===== config.mk =====
export PLATFORM = sky130hd
export DESIGN_NAME = ifm_pad_control
export DESIGN_NICKNAME = d
export VERILOG_FILES = /design/src/source/ifm_buf_pkg.sv /design/src/source/ifm_pad_control.sv
export SDC_FILE = /design/constraint.sdc
export NUM_CORES = 1
export LEC_CHECK = 0
export ABC_AREA = 1
export ABC_CLOCK_PERIOD_IN_PS = 33500
export BUFFER_PORTS_ARGS = -buffer_cell sky130_fd_sc_hd__buf_4
export CORE_MARGIN = 5
export CORE_UTILIZATION = 55
export CTS_CLUSTER_DIAMETER = 100
export DETAILED_ROUTE_END_ITERATION = 10
export HOLD_SLACK_MARGIN = 0.1
export PLACE_DENSITY = 0.82
export SLEW_MARGIN = 20
export SYNTH_ARGS = -nofsm -noshare
export SYNTH_HDL_FRONTEND = slang
export SYNTH_SLANG_ARGS = --single-unit

===== constraint.sdc =====
create_clock -name clk -period 33.5 [get_ports clk]
set_clock_uncertainty 0.1 [all_clocks]
set_input_delay 3.35 -clock clk [delete_from_list [all_inputs] [get_ports clk]]
set_output_delay 3.35 -clock clk [all_outputs]
set_load 0.05 [all_outputs]

===== src/source/ifm_buf_pkg.sv =====
package ifm_buf_pkg;

    // ~~~~~~~~~~~~~~~~~~~~~~~~~~~~~~~~~~~~~~~~~~~~~~~~~~~~~~~~~~~~~~~~~~~~~~~~~~~
    // sizes
    // ~~~~~~~~~~~~~~~~~~~~~~~~~~~~~~~~~~~~~~~~~~~~~~~~~~~~~~~~~~~~~~~~~~~~~~~~~~~
    localparam int NUM_LANES   = 16;                // lanes per row.
    localparam int DATA_WIDTH  = 16;                // bits per activation.
    localparam int ROW_WIDTH   = NUM_LANES * DATA_WIDTH;
    localparam int FIFO_DEPTH  = 32;                // words per bank.
    localparam int PTR_WIDTH   = $clog2(FIFO_DEPTH);
    localparam int PIXEL_WIDTH = 14;
    localparam int TILE_WIDTH  = 14;
    localparam int OFM_WIDTH   = 9;
    localparam int SIZE_WIDTH  = 5;
    localparam int WINDOW      = 9;                 // 3x3 kernel window.
    localparam int PAD_KERNEL  = 3;

    // ~~~~~~~~~~~~~~~~~~~~~~~~~~~~~~~~~~~~~~~~~~~~~~~~~~~~~~~~~~~~~~~~~~~~~~~~~~~
    // padding actions
    // ~~~~~~~~~~~~~~~~~~~~~~~~~~~~~~~~~~~~~~~~~~~~~~~~~~~~~~~~~~~~~~~~~~~~~~~~~~~
    localparam logic [1:0] PAD_PASS  = 2'd0;
    localparam logic [1:0] PAD_ZERO  = 2'd1;
    localparam logic [1:0] PAD_SHIFT = 2'd2;        // up one lane.
    localparam logic [1:0] PAD_TRUNC = 2'd3;        // drop highest valid lane.

    // ~~~~~~~~~~~~~~~~~~~~~~~~~~~~~~~~~~~~~~~~~~~~~~~~~~~~~~~~~~~~~~~~~~~~~~~~~~~
    // types
    // ~~~~~~~~~~~~~~~~~~~~~~~~~~~~~~~~~~~~~~~~~~~~~~~~~~~~~~~~~~~~~~~~~~~~~~~~~~~
    typedef union packed {
        logic [ROW_WIDTH-1:0]                  word;  // flat bus view.
        logic [NUM_LANES-1:0][DATA_WIDTH-1:0]  lane;  // lane 0 in the low bits.
    } ifm_row_u;

    typedef struct packed {
        logic [1:0]            kernel_size;
        logic [3:0]            count_layer;
        logic [OFM_WIDTH-1:0]  ofm_size;
        logic [TILE_WIDTH-1:0] count_tiling;    // 1-based tile index.
        logic [SIZE_WIDTH-1:0] read_ifm_size;   // valid lanes in the row.
    } layer_cfg_t;

    typedef struct packed {
        logic                 rd_clr;
        logic                 wr_clr;
        logic                 wr_en;
        logic [NUM_LANES-1:0] rd_en;            // one strobe per lane.
    } bank_ctrl_t;

endpackage


===== src/source/ifm_pad_control.sv =====
module ifm_pad_control
    import ifm_buf_pkg::*;
(
    input  logic       clk,
    input  logic       rst_n,
    input  layer_cfg_t cfg,
    input  logic       ofm_read_en,
    output logic [1:0] pad_action
);

    logic [PIXEL_WIDTH-1:0] count_pixel;
    logic [3:0]             phase;
    logic [5:0]             tiles_per_line;
    logic [15:0]            last_col_start;
    logic [TILE_WIDTH-1:0]  t;
    logic [OFM_WIDTH-1:0]   t_mod_s;
    logic                   pad_active;
    logic                   is_first_line;
    logic                   is_inner_line;
    logic                   is_last_line;
    logic                   is_last_col;

    // ~~~~~~~~~~~~~~~~~~~~~~~~~~~~~~~~~~~~~~~~~~~~~~~~~~~~~~~~~~~~~~~~~~~~~~~~~~~
    // pixel counter
    // ~~~~~~~~~~~~~~~~~~~~~~~~~~~~~~~~~~~~~~~~~~~~~~~~~~~~~~~~~~~~~~~~~~~~~~~~~~~
    always_ff @(posedge clk or negedge rst_n) begin
        if (!rst_n) begin
            count_pixel <= '0;
        end else if (ofm_read_en) begin
            count_pixel <= count_pixel + 1'b1;
        end else begin
            count_pixel <= '0;                      // restart window.
        end
    end

    assign phase = 4'(count_pixel % WINDOW);

    // ~~~~~~~~~~~~~~~~~~~~~~~~~~~~~~~~~~~~~~~~~~~~~~~~~~~~~~~~~~~~~~~~~~~~~~~~~~~
    // tile position decode
    // ~~~~~~~~~~~~~~~~~~~~~~~~~~~~~~~~~~~~~~~~~~~~~~~~~~~~~~~~~~~~~~~~~~~~~~~~~~~
    assign t              = cfg.count_tiling;
    assign tiles_per_line = 6'((10'(cfg.ofm_size) + 10'(NUM_LANES - 1)) / NUM_LANES);
    assign last_col_start = 16'(cfg.ofm_size) * 16'(tiles_per_line - 6'd1) + 16'd1;
    assign t_mod_s        = (cfg.ofm_size != '0) ? OFM_WIDTH'(t % cfg.ofm_size) : '0;

    assign pad_active = (cfg.kernel_size == 2'(PAD_KERNEL)) &&
                        (cfg.count_layer > 4'd1) &&
                        (tiles_per_line >= 6'd2);

    assign is_first_line = (t == TILE_WIDTH'(1));
    assign is_inner_line = (t > TILE_WIDTH'(1)) && (t < TILE_WIDTH'(cfg.ofm_size));
    assign is_last_line  = (t == TILE_WIDTH'(cfg.ofm_size));
    assign is_last_col   = (16'(t) >= last_col_start);

    // ~~~~~~~~~~~~~~~~~~~~~~~~~~~~~~~~~~~~~~~~~~~~~~~~~~~~~~~~~~~~~~~~~~~~~~~~~~~
    // action decision, first matching tile row wins
    // ~~~~~~~~~~~~~~~~~~~~~~~~~~~~~~~~~~~~~~~~~~~~~~~~~~~~~~~~~~~~~~~~~~~~~~~~~~~
    always_comb begin
        pad_action = PAD_PASS;
        if (pad_active) begin
            if (is_first_line) begin
                if (phase inside {[1:3]}) begin
                    pad_action = PAD_ZERO;          // top border rows.
                end else if (phase inside {4, 7}) begin
                    pad_action = PAD_SHIFT;
                end
            end else if (is_inner_line) begin
                if (phase inside {1, 4, 7}) begin
                    pad_action = PAD_SHIFT;
                end
            end else if (is_last_line) begin
                if (phase inside {1, 4}) begin
                    pad_action = PAD_SHIFT;
                end else if (phase inside {0, 7, 8}) begin
                    pad_action = PAD_ZERO;          // bottom border rows.
                end
            end else if (is_last_col) begin
                if (t_mod_s == OFM_WIDTH'(1)) begin
                    if (phase inside {[1:3]}) begin
                        pad_action = PAD_ZERO;
                    end else if (phase inside {6, 0}) begin
                        pad_action = PAD_TRUNC;
                    end
                end else if (t_mod_s == '0) begin
                    if (phase inside {3, 6}) begin
                        pad_action = PAD_TRUNC;
                    end else if (phase inside {0, 7, 8}) begin
                        pad_action = PAD_ZERO;
                    end
                end else if (phase inside {3, 6, 0}) begin
                    pad_action = PAD_TRUNC;         // right border column.
                end
            end else begin
                if (t_mod_s == OFM_WIDTH'(1) && (phase inside {[1:3]})) begin
                    pad_action = PAD_ZERO;
                end else if (t_mod_s == '0 && (phase inside {0, 7, 8})) begin
                    pad_action = PAD_ZERO;
                end
            end
        end
    end

endmodule


Word level (Yosys, flattened, before mapping)
Index checks and enable logic that the tools add are counted.
{"block": "totals", "word_cells": 61, "regBits": 14}
{"block": "classes", "n_reduce_logical": 16, "mul": 1, "n_div": 2, "n_eq_ne": 10, "mux": 20, "magnitude_cmp": 7, "n_addsub": 4}
{"cell": "14-bit by 4-bit remainder unit with 32-bit output (second input constant)", "count": 1}
{"cell": "2-bit two-way mux", "count": 15}
{"cell": "16-bit by 1-bit adder with 16-bit output (second input constant)", "count": 1}
{"cell": "14-bit by 16-bit >= comparator with 1-bit output", "count": 1}
{"cell": "10-bit by 7-bit multiplier with 16-bit output", "count": 1}
{"cell": "14-bit by 1-bit adder with 14-bit output (second input constant)", "count": 1}
{"cell": "14-bit by 1-bit equality test with 1-bit output (second input constant)", "count": 1}
{"cell": "14-bit by 9-bit equality test with 1-bit output", "count": 1}
{"cell": "14-bit by 1-bit > comparator with 1-bit output (second input constant)", "count": 1}
{"cell": "14-bit by 9-bit < comparator with 1-bit output", "count": 1}
{"cell": "14-bit by 9-bit remainder unit with 14-bit output", "count": 1}
{"cell": "14-bit two-way mux", "count": 1}
{"cell": "4-bit by 3-bit equality test with 1-bit output (second input constant)", "count": 3}
{"cell": "9-bit by 4-bit adder with 10-bit output (second input constant)", "count": 1}
{"cell": "9-bit by 1-bit equality test with 1-bit output (second input constant)", "count": 1}
{"cell": "9-bit zero test", "count": 1}
{"cell": "9-bit two-way mux", "count": 1}
{"cell": "3-bit nonzero test", "count": 3}
{"cell": "9-bit nonzero test", "count": 1}
{"cell": "2-bit nonzero test", "count": 4}
{"cell": "6-bit by 1-bit subtractor with 7-bit output (second input constant)", "count": 1}
{"cell": "6-bit by 2-bit >= comparator with 1-bit output (second input constant)", "count": 1}
{"cell": "1-bit logical AND", "count": 6}
{"cell": "4-bit by 1-bit equality test with 1-bit output (second input constant)", "count": 1}
{"cell": "other kinds (8)", "count": 10}

Logic depth before layout (Yosys ltp)
Gate-level depths: netlist of the first run.
{"block": "depth", "ltp_word": 12, "mapped_depth": 191}

Worst setup path after synthesis of the first run
Ideal clock, no wire load.
{"block": "synth_timing", "path_type": "input to output", "from": "in cfg[27] (netlist bit)", "to": "out pad_action[1]", "required_time_ns": 30.050, "arrival_time_ns": 29.407, "cell_stages": 180, "slack_ns": 0.643, "path_cell_list": "inv_1 -> nand2_1 -> nor2_1 -> inv_1 -> nor2_1 -> nand2_1 -> nor3_1 -> nand3_1 -> nand2_1 -> inv_1 -> ha_1 -> inv_1 -> nor2_1 -> o21a_1 -> nor2_1 -> a21oi_1 -> ha_1 -> inv_1 -> [... 144 more ...] -> a21oi_1 -> o21bai_1 -> o21ai_0 -> nor3b_1 -> nand3_1 -> a21oi_1 -> nand3_1 -> inv_1 -> o31a_1 -> nor3_1 -> nand3b_1 -> nand2_1 -> nor2_1 -> o21ai_1 -> nand2_1 -> nand2_1 -> nand2_1 -> a21oi_1"}
{"block": "synth_via", "elab_chain_len": 10, "elab_cells_between_ends": 22}
{"item": "start: declaration", "line": "ifm_pad_control.sv:6", "source": "input layer_cfg_t cfg,"}
{"item": "14-bit by 9-bit remainder unit with 14-bit output (tied with other cells)", "line": "ifm_pad_control.sv:44", "source": "assign t_mod_s = (cfg.ofm_size != '0) ? OFM_WIDTH'(t % cfg.ofm_size) : '0;"}
{"item": "9-bit two-way mux / 6-bit by 1-bit subtractor with 7-bit output (equally long branches)", "line": "ifm_pad_control.sv:44, ifm_pad_control.sv:43"}
{"item": "9-bit zero test / 10-bit by 7-bit multiplier with 16-bit output (equally long branches)", "line": "ifm_pad_control.sv:84, ifm_pad_control.sv:43"}
{"item": "2-bit two-way mux / 16-bit by 1-bit adder with 16-bit output (equally long branches)", "line": "ifm_pad_control.sv:84, ifm_pad_control.sv:43"}
{"item": "2-bit two-way mux / 14-bit by 16-bit >= comparator with 1-bit output (equally long branches)", "line": "ifm_pad_control.sv:78, ifm_pad_control.sv:53"}
{"item": "2-bit two-way mux", "line": "ifm_pad_control.sv:77", "source": "end else if (is_last_col) begin"}
{"item": "2-bit two-way mux", "line": "ifm_pad_control.sv:71", "source": "end else if (is_last_line) begin"}
{"item": "2-bit two-way mux", "line": "ifm_pad_control.sv:67", "source": "end else if (is_inner_line) begin"}
{"item": "2-bit two-way mux", "line": "ifm_pad_control.sv:61", "source": "if (is_first_line) begin"}
{"item": "2-bit two-way mux *", "line": "ifm_pad_control.sv:60", "source": "if (pad_active) begin"}
{"item": "end: declaration", "line": "ifm_pad_control.sv:8", "source": "output logic [1:0] pad_action"}
Every way passes the cells marked *; elsewhere a longest branch is shown, timed or not.

Worst setup path after layout of the first run
{"block": "layout_timing", "from": "in cfg[27] (netlist bit)", "to": "out pad_action[0]"}
{"block": "layout_via", "elab_chain_len": 11, "elab_cells_between_ends": 26}
{"item": "14-bit by 9-bit remainder unit with 14-bit output / 9-bit nonzero test (equally long branches)", "line": "ifm_pad_control.sv:44"}
{"item": "9-bit two-way mux", "line": "ifm_pad_control.sv:44"}
{"item": "9-bit zero test", "line": "ifm_pad_control.sv:84, ifm_pad_control.sv:96"}
{"item": "1-bit logical AND", "line": "ifm_pad_control.sv:96", "source": "end else if (t_mod_s == '0 && (phase inside {0, 7, 8})) begin"}
{"item": "1-bit two-way mux", "line": "ifm_pad_control.sv:96"}
{"item": "1-bit two-way mux", "line": "ifm_pad_control.sv:94", "source": "if (t_mod_s == OFM_WIDTH'(1) && (phase inside {[1:3]})) begin"}
{"item": "2-bit two-way mux", "line": "ifm_pad_control.sv:77"}
{"item": "2-bit two-way mux", "line": "ifm_pad_control.sv:71"}
{"item": "2-bit two-way mux", "line": "ifm_pad_control.sv:67"}
{"item": "2-bit two-way mux", "line": "ifm_pad_control.sv:61"}
{"item": "2-bit two-way mux *", "line": "ifm_pad_control.sv:60"}
Marks and branches as above.

==> results of run 1 <==
==> through the flow <==
stage	setup TNS (ns)	worst slack [ns]	hold slack, ns
2_1_floorplan	0	0.6432	0.3769
3_3_place_gp	0	0.4488	0.4043
3_5_place_dp	-0.7849	-0.4271	0.4055
4_1_cts	0	0.05243	0.4114
5_1_grt	-0.7319	-0.3838	0.4381
6_report	0	1.766	0.4114
==> repair_timing <==
item	CTS	global route
setup buffers	1	32
resized for setup	5	75
hold buffers	0	0
endpoints found under the setup margin	2	2
pin swaps	0	40
gates cloned	0	1
==> layout by cell type (no fill, tap or decap), drive strengths merged, types with 4 or more instances in the layout <==
master  instances
nor4            6
inv           257
ha            166
xor2           50
nand3         119
a31oi           4
or3             4
buf            79
nand4          39
o21a           11
a21oi          72
nand2         423
nand3b          8
clkbuf          4
nor2          152
or2             7
nor3           19
fa             36
o211ai          4
o21bai         12
a21o           37
o21ai         136
xnor2          55
and2            4
dfrtp          14
==> cell usage after synthesis (5+ instances only) <==
master	number	area, um^2
a21o_1	37	277.8
a21oi_1	68	340.3
buf_6	6	67.56
clkbuf_1	23	86.33
clkinv_1	5	18.77
dfrtp_1	14	350.3
fa_1	36	720.7
ha_1	166	2077
inv_1	238	893.4
inv_2	18	67.56
nand2_1	385	1445
nand2_2	31	193.9
nand2_4	7	78.83
nand3_1	89	445.4
nand3_2	24	240.2
nand3_4	6	105.1
nand3b_1	8	60.06
nand4_1	36	225.2
nor2_1	130	488.0
nor2_2	7	43.79
nor2_4	12	135.1
nor3_1	19	95.09
nor4_1	6	37.54
o21a_1	11	82.58
o21ai_0	122	610.6
o21ai_1	11	55.05
o21bai_1	12	90.09
or2_2	7	43.79
xnor2_1	55	481.7
xor2_1	49	429.2
==> worst paths after layout <==
check | start | endpoint | slack (ns) | cells past startpoint
setup / recovery | cfg[27] | pad_action[0] | 1.77 | 182
hold / removal | count_pixel[3]$_DFF_PN0_ | count_pixel[3]$_DFF_PN0_ | 0.41 | 1
setup reg to reg | count_pixel[0]$_DFF_PN0_ | count_pixel[13]$_DFF_PN0_ | 31.11 | 12
hold reg to reg | count_pixel[3]$_DFF_PN0_ | count_pixel[3]$_DFF_PN0_ | 0.41 | 1
max in group asynchronous | rst_n | count_pixel[5]$_DFF_PN0_ | 30.29 | 1
min in group asynchronous | rst_n | count_pixel[8]$_DFF_PN0_ | 2.85 | 1
==> per-layer routing <==
| metal | wire, um | GRT usage, % |
|---|---|---|
| met1 | 11910 | 30.48 |
| met4 | 399 | 3.385 |
| met5 | 0 | 0 |
| met3 | 1341 | 1.545 |
| met2 | 12630 | 40.14 |
==> layout make-up <==
class / instances / area, um^2
Inverter: 261 / 985.9
Timing Repair Buffer: 79 / 601.8
Multi-Input combinational cell: 1379 / 9418
Clock buffer: 4 / 88.84
Sequential cell: 14 / 350.3
Fill cell: 1732 / 7559
Tap cell: 265 / 331.6
==> cell families after synthesis <==
group	after synthesis
XOR/XNOR	105
flip-flops	14
adder cells (fa/ha/maj)	202
AND/OR/NAND/NOR	782
AO/OA/AOI/OAI	290
buffers and inverters	295
==> qor.csv, run 1 <==
metric;value;unit
status;finished, final reports clean;
post-synthesis mux area share;0;%
crit path DAT;28.28;ns
syn nets;1927;
core box area;0.01933;mm^2
Final Max Tran Viols;0;
first-pass GRT wire length;43700;um
Synth Area in Adders;26.08;%
Initial Util;55.49;%
Clk Latency, worst-skew pair;0.24;ns
GPL Wtd Cong;0.8971;
Area after DPL;0.01121;mm^2
final worst path period need;31.73;ns
crit-path most repeated cell;a21o_1;
CP Buf/Inv Count;27;
CP max FO;10;
syn_area_per_cell;6.356;um^2
Vias;11001;
layout cells sized above 1;15.14;%
crit end category;output pin;
placed insts;1964;
Hold WC Path Type;reg -> reg;
Non-Filler Instances;2002;
initial antenna violation count;0;
Vias per Instance;5.495;
fin nets;1977;
DIE AREA;0.02240;mm^2
num rows;51;
xor/xnor share of the synthesized area;8.641;%
Top delay family on crit path;compound AO/OA/AOI/OAI gates;
Slowest Stage Delay on Critical Path;0.39;ns
post-DP HPWL;20810;um
maximum clock path buffer count;2;
Slew @ Worst Pin;1.062;ns
Die H;149.7;um
Area Growth Syn to Fin;9.761;%
post-route cell area;0.01178;mm^2
Cells after Synth;1688;
largest reg by FF count;count_pixel;
grt ovf;0;
simple logic cell fraction of the synthesized area;35.43;%
Ports;39;
gr usage total;22.50;%
Finish-stage setup viols;0;
Yosys reg bits;14;
root buffer selected by CTS;clkbuf_16;
crit share post-route;94.73;%
Reg clk slew, reported paths;0.05;ns
drt pass-1 iters;5;
Worst EP required;30.05;ns
Cell Area, Synth;0.01073;mm^2
Largest register FFs;14;
largest net degree at the start of global routing;31;
number of global-route vias before repair;9980;
Worst setup SP type;input pin;
Port Buffers;32;
Primary FF master, synth;dfrtp_1;
relative slew slack;28.54;%
1st-iter DRT viols;727;
Synth async-reset ratio;100.0;%
slowest cell on the critical path;fa_2;
sequential element share of the synthesized area;3.265;%
endpoints failing hold;0;
Ant. Diodes;0;
Yosys cell types;51;
max-cap viol count;0;
number of flops mapped to enable cells by yosys;0;
Post-Route WL;26290;um
Fmax;31.51;MHz
clock sinks;14;
post-synthesis compound-gate area fraction;15.70;%
Crit Path Class;in -> out;
H-tree lvl count;1;
largest family of logic cells by synthesized area;simple AND/OR/NAND/NOR gates;
CTS tree;built;
Yosys warning count;0;
Die Wd;149.7;um
Residual DRC;0;
CTS Buf Count;3;
antenna-violating nets left;0;
Largest regs;count_pixel: 14 flops;
wire per inst;13.13;um
final core utilization;60.91;%
Power of run 1 is not shown: default switching activity piles up to over one toggle a cycle in this logic, so the estimate is an artifact.
==> run 2: changes to the inputs <==
Settings changed: ABC_AREA 1 to default, CORE_MARGIN 5 to 2.
==> run 2 against run 1 <==
  * The run now ends with setup timing left
  * Area after synthesis is 6.8% higher
  * Sequential share of layout area is 0.27 points lower
  * Routed wire length is 28% higher
  * Critical path depth is 45 lower
  * Largest cell class unchanged
==> qor.csv, run 2 <==
metric;value;unit;change
Post-Place Worst Slack;-0.7164;ns;-0.2893 ns
antenna-violating nets left;0;;unchanged
Largest register FFs;14;;unchanged
Yosys cell types;117;;+130%
Residual DRC;0;;unchanged
setup ws final;-0.3013;ns;-2.067 ns
CTS tree;built;;
FF+latch area;350.3;um^2;unchanged
status;finished with violations;;
dominant cell type by area after synthesis;ha_1;;
max-cap viol count;0;;unchanged
commonest non-fill, non-tap cell in the layout;ha_1;;
GPL Wtd Cong;0.9677;;+7.9%
CTS Buf Count;3;;unchanged
1st-iter DRT viols;849;;+17%
root buffer selected by CTS;clkbuf_16;;
post-DP HPWL;24550;um;+18%
drt pass-1 iters;6;;+1
clock sinks;14;;unchanged
crit path DAT;30.35;ns;+2.07 ns
num rows;52;;+2.0%
Die H;148.3;um;-0.91%
placed insts;1818;;-7.4%
Multi-input gate area;0.01081;mm^2;+15%
Reg clk slew, reported paths;0.05;ns;about the same
syn nets;1773;;-8.0%
Largest regs;count_pixel: 14 flops;;
peak supply drop;0.1197;mV;
maximum clock path buffer count;2;;unchanged
Synth async-reset ratio;100.0;%;unchanged
number of flops mapped to enable cells by yosys;0;;unchanged
Port Buffers;32;;unchanged
# fillers;1692;;-2.3%
sequential element share of the synthesized area;3.059;%;-0.21 points
crit share post-route;100.9;%;+6.2 points
Crit Path Class;in -> out;;
Yosys reg bits;14;;unchanged
wire per inst;17.95;um;+37%
Commonest cells post-synth;ha_1, nand2_1, nor2_1;;
Synth top area share;18.13;%;-1.2 points
core box area;0.02036;mm^2;+5.3%
number of global-route vias before repair;11204;;+12%
met2 global-route usage;52.01;%;+12 points
Vias per Instance;6.521;;+19%
final worst path period need;33.80;ns;+2.067 ns
final setup TNS;-0.5803;ns;-0.5803 ns
Vias;12260;;+11%
final core utilization;63.68;%;+2.8 points
Initial Util;56.24;%;+0.75 points
grt ovf;0;;unchanged
Cell Area, Synth;0.01145;mm^2;+6.8%
syn_area_per_cell;7.466;um^2;+17%
Slowest Stage Delay on Critical Path;0.56;ns;+0.17 ns
met3 Track Usage GR;1.564;%;+0.020 points
Cells after Synth;1534;;-9.1%
Slew @ Worst Pin;1.046;ns;-0.01643 ns
crit end category;output pin;;
first-pass GRT wire length;52160;um;+19%
CTS Hold Bufs;0;;unchanged
Post-Route WL;33750;um;+28%
Ant. Diodes;0;;unchanged
Pwr Total;1334;uW;
Finish-stage setup viols;2;;+2
Yosys warning count;0;;unchanged
most numerous cell in the Yosys netlist;ha_1;;
crit-path most repeated cell;o21a_1;;
layout cells sized above 1;17.83;%;+2.7 points
static leakage;0.005895;uW;
Fmax;29.58;MHz;-6.1%
most frequent cells in the layout;ha_1, nand2_1, buf_4;;
Pwr Density;102.9;mW/mm^2;
Final Max Tran Viols;0;;unchanged
Hold WC Path Type;reg -> reg;;
largest net degree at the start of global routing;26;;-16%
Die Wd;148.3;um;-0.91%
Worst setup SP type;input pin;;
RSZ-0062 raised after global routing;yes;;
slowest cell on the critical path;or4_4;;
grt peak-use layer;met2;;
met1 usage;35.25;%;+4.8 points
Clk Latency, worst-skew pair;0.25;ns;about the same
relative slew slack;29.65;%;+1.1 points
endpoints failing hold;0;;unchanged
Primary FF master, synth;dfrtp_1;;
failing checks;setup timing;;
Worst EP required;30.05;ns;about the same
gr usage total;27.96;%;+5.5 points
Area Growth Syn to Fin;13.23;%;
largest reg by FF count;count_pixel;;
initial antenna violation count;0;;unchanged
top cells by area, synth;ha_1, fa_1, o21a_1;;
Ports;39;;unchanged
Non-Filler Instances;1880;;-6.1%
CP max FO;7;;-3
fin nets;1850;;-6.4%
H-tree lvl count;1;;unchanged
DIE AREA;0.02199;mm^2;-1.8%
[run 2: cell count changes in the layout (fill, tap and decap cells not counted), sizes merged, moves of 57 or more]
cell | before | now
o21a | 11 | 68
nand2 | 423 | 131
nand3 | 119 | 42
o21ai | 136 | 76
inv | 257 | 99
nor3 | 19 | 103
[run 2: report_power, final]
group | leakage (uW) | internal (uW) | switching (uW)
clock network | 0.0000442 | 18.1 | 7.09
registers | 0.000193 | 17.2 | 1.47
logic | 0.00566 | 627 | 663
[run 2: worst paths after layout]
| kind | start | to | slack (ns) | depth (start not counted) |
|---|---|---|---|---|
| worst min register to register | count_pixel[6]$_DFF_PN0_ | count_pixel[6]$_DFF_PN0_ | 0.69 | 2 |
| max in group asynchronous | rst_n | count_pixel[0]$_DFF_PN0_ | 30.27 | 1 |
| min in group asynchronous | rst_n | count_pixel[11]$_DFF_PN0_ | 2.85 | 1 |
| worst max-delay path | cfg[26] | pad_action[1] | -0.30 | 137 |
| worst max register to register | count_pixel[0]$_DFF_PN0_ | count_pixel[13]$_DFF_PN0_ | 30.85 | 7 |
| worst min-delay path | count_pixel[6]$_DFF_PN0_ | count_pixel[6]$_DFF_PN0_ | 0.69 | 2 |
[run 2: cell families (layout without fill, tap and decap cells)]
group	after synthesis	in the layout	share of synthesized area (%)
compound gates	431	431	27.50
buf+inv	159	235	5.768
mux	68	68	6.653
simple gates	579	579	26.14
fa+ha+maj	208	208	24.95
flops	14	14	3.059
xor+xnor	75	75	5.932
[run 2: metrics by stage]
stage	hold WS [ns]	area, um^2
2_1_floorplan	0.6442	11500
3_3_place_gp	0.6445	12100
3_5_place_dp	0.6791	12100
4_1_cts	0.6841	12290
5_1_grt	0.7116	12970
6_report	0.6902	12970
[run 2: final cells by class]
class | instances | share of cell area (%)
multi-input combinational | 1361 | 83.39
tap | 270 | 2.605
sequential | 14 | 2.701
clock buffer | 4 | 0.6850
inverter | 101 | 2.923
timing repair buffer | 130 | 7.699
[run 2: worst max-delay path, delay by kind of cell]
kind | cells | cell delay (ns)
multiplexers | 8 | 2.41
AO/OA/AOI/OAI | 89 | 16.16
adder cells (fa/ha/maj) | 13 | 3.72
AND/OR/NAND/NOR | 20 | 3.47
buffers and inverters | 7 | 1.19
[run 2: what timing repair did]
item	in CTS	in global routing
gates resized for setup	17	61
pin swaps	6	48
setup endpoints to repair	2	2
endpoints found under the hold margin	0	0
buffers inserted	7	51
[run 2: per-layer routing]
metal	up-vias	wire length (um)
met4	0	1272
met2	481	16710
met1	5787	13860
met5	-	0
li1	5880	-
met3	112	1904
Note: power is estimated with default switching activity, not from simulation.
==> run 3: changes to the inputs <==
Settings changed: MAX_ROUTING_LAYER from default to met4.
==> run 3 against run 2 <==
  * The flow now finishes without violations
  * Critical path depth up 2
  * Hold slack got worse by 0.014 ns
  * Global-route usage increased by 0.45 points
  * Die area did not move
  * Cell count shrank 0.90%
  * Critical endpoint is now pad_action[0]
  * Largest power group unchanged
==> qor.csv, run 3 (synthesized netlist as in run 2, its figures left out) <==
metric;value;unit;change
status;finished, final reports clean;;
Initial Util;56.24;%;unchanged
Die H;148.3;um;unchanged
maximum clock path buffer count;2;;unchanged
clock sinks;14;;unchanged
CP Buf/Inv Count;8;;+1
CTS Buf Count;3;;unchanged
Worst setup SP type;input pin;;
most frequent cells in the layout;ha_1, nand2_1, nor2_1, buf_4, nor3_1;;
Net Sw Power;652.7;uW;-2.8%
max-cap viol count;0;;unchanged
fin nets;1832;;-0.97%
met2 global-route usage;49.17;%;-2.8 points
gr usage total;28.41;%;+0.45 points
final setup TNS;0;ns;+0.5803 ns
wire per inst;17.17;um;-4.4%
Hold Path Depth;2;;unchanged
crit-path most repeated cell;o21a_1;;
Port Buffers;32;;unchanged
core box area;0.02036;mm^2;unchanged
CP max FO;10;;+3
GPL Wtd Cong;0.9725;;+0.50%
grt ovf;0;;unchanged
Post-Place Worst Slack;-0.6774;ns;+0.03903 ns
layout cells sized above 1;16.52;%;-1.3 points
worst r2r src;count_pixel[0]$_DFF_PN0_;;
Combinational Power Share;96.6;%;about the same
crit end category;output pin;;
final core utilization;62.61;%;-1.1 points
Crit Path Class;in -> out;;
slowest cell on the critical path;or4_4;;
root buffer selected by CTS;clkbuf_16;;
drt pass-1 iters;6;;unchanged
Hold Path Origin;count_pixel[6]$_DFF_PN0_;;
# fillers;1735;;+2.5%
1st-iter DRT viols;857;;+0.94%
Worst R2R End;count_pixel[13]$_DFF_PN0_;;
number of cells on the worst reg-to-reg path;7;;unchanged
internal power;626.6;uW;-5.4%
relative slew slack;30.01;%;+0.36 points
post-route cell area;0.01275;mm^2;-1.7%
grt peak-use layer;met2;;
Post-Route WL;31980;um;-5.3%
antenna-violating nets left;0;;unchanged
Hold WC Path Type;reg -> reg;;
crit path DAT;29.98;ns;-0.37 ns
Vias per Instance;6.472;;-0.76%
DIE AREA;0.02199;mm^2;unchanged
Area Growth Syn to Fin;11.32;%;
first-pass GRT wire length;51740;um;-0.81%
Slowest Stage Delay on Critical Path;0.56;ns;about the same
Final Max Tran Viols;0;;unchanged
Pwr Density;100.3;mW/mm^2;-2.4%
commonest non-fill, non-tap cell in the layout;ha_1;;
Finish-stage setup viols;0;;-2
Die Wd;148.3;um;unchanged
Reg clk slew, reported paths;0.05;ns;about the same
largest net degree at the start of global routing;26;;unchanged
final worst path period need;33.43;ns;-0.3708 ns
Top delay family on crit path;compound AO/OA/AOI/OAI gates;;
peak supply drop;0.1256;mV;+4.9%
Pwr Total;1279;uW;-4.1%
post-DP HPWL;24310;um;-0.94%
CTS tree;built;;
num rows;52;;unchanged
static leakage;0.005795;uW;-1.7%
RSZ-0062 raised after global routing;yes;;
met3 Track Usage GR;1.319;%;-0.25 points
Hold Path End;count_pixel[6]$_DFF_PN0_;;
Worst EP required;30.05;ns;about the same
Switching Fraction;51.02;%;+0.66 points
number of global-route vias before repair;11184;;-0.18%
H-tree lvl count;1;;unchanged
Clk Latency, worst-skew pair;0.25;ns;about the same
Fmax;29.91;MHz;+1.1%
Largest register FFs;14;;unchanged
endpoints failing hold;0;;unchanged
setup ws final;0.06948;ns;+0.3708 ns
initial antenna violation count;1;;+1
Vias;12057;;-1.7%
CTS Hold Bufs;0;;unchanged
Slew @ Worst Pin;1.050;ns;+0.004242 ns
largest reg by FF count;count_pixel;;
FF-to-FF setup slack;30.88;ns;+0.03 ns
met1 usage;35.12;%;-0.13 points
Area after DPL;0.01210;mm^2;about the same
Ports;39;;unchanged
crit share post-route;99.79;%;-1.1 points
Residual DRC;0;;unchanged
portion of total power attributed to the clock network;2.0;%;about the same
Reg power frac;1.5;%;about the same
Largest regs;count_pixel: 14 flops;;
-- run 3: how the worst max path moves through the flow --
| stage | depth (start not counted) | start | endpoint | slack (ns) |
|---|---|---|---|---|
| 2_1_floorplan | 138 | cfg[24] | pad_action[0] | -0.06 |
| 3_3_place_gp | 136 | cfg[25] | pad_action[0] | -0.16 |
| 3_5_place_dp | 137 | cfg[25] | pad_action[0] | -0.68 |
| 4_1_cts | 141 | cfg[25] | pad_action[0] | 0.01 |
| 5_1_grt | 144 | cfg[25] | pad_action[0] | -1.31 |
| 6_report | 139 | cfg[25] | pad_action[0] | 0.07 |
-- run 3: layout make-up --
cell class	instances	area, um^2	share of cell area (%)
clock buffers	4	88.84	0.6968
flip-flops and latches	14	350.3	2.748
repair buffers	112	863.3	6.771
diodes	1	2.502	0.01963
well taps	270	337.8	2.650
inverters	101	379.1	2.974
multi-input cells	1361	10730	84.14
-- run 3: through the flow --
stage | instances | hold slack, ns
2_1_floorplan | 1534 | 0.6442
3_3_place_gp | 1819 | 0.6478
3_5_place_dp | 1819 | 0.6550
4_1_cts | 1828 | 0.6649
5_1_grt | 1863 | 0.7466
6_report | 1863 | 0.6765
-- run 3: timing repair --
item | 4_1_cts | 5_1_grt
endpoints found under the setup margin | 2 | 2
setup buffers | 5 | 34
pin swaps | 12 | 28
resized for setup | 21 | 45
-- run 3: power by group through the flow --
stage / Clock, uW / Sequential, uW / Combinational, uW
detailed placement: 0 / 18.9 / 1060
CTS: 25.4 / 18.6 / 1100
floorplan: 0 / 17.8 / 856
finish: 25.3 / 18.7 / 1240
global route: 26.1 / 18.8 / 1360
global placement: 0 / 18.9 / 1010
-- run 3: metal layers --
metal	up-vias	part of all wire (%)
li1	5858	-
met1	5722	42
met2	398	49
met3	79	5.3
met4	0	3.4
met5	-	0
-- run 3: tightest hold or removal path, delay by kind of cell, from the launching register on --
kind           cells  cell delay, ns
AO/OA/AOI/OAI      2            0.21
flip-flops         1            0.52
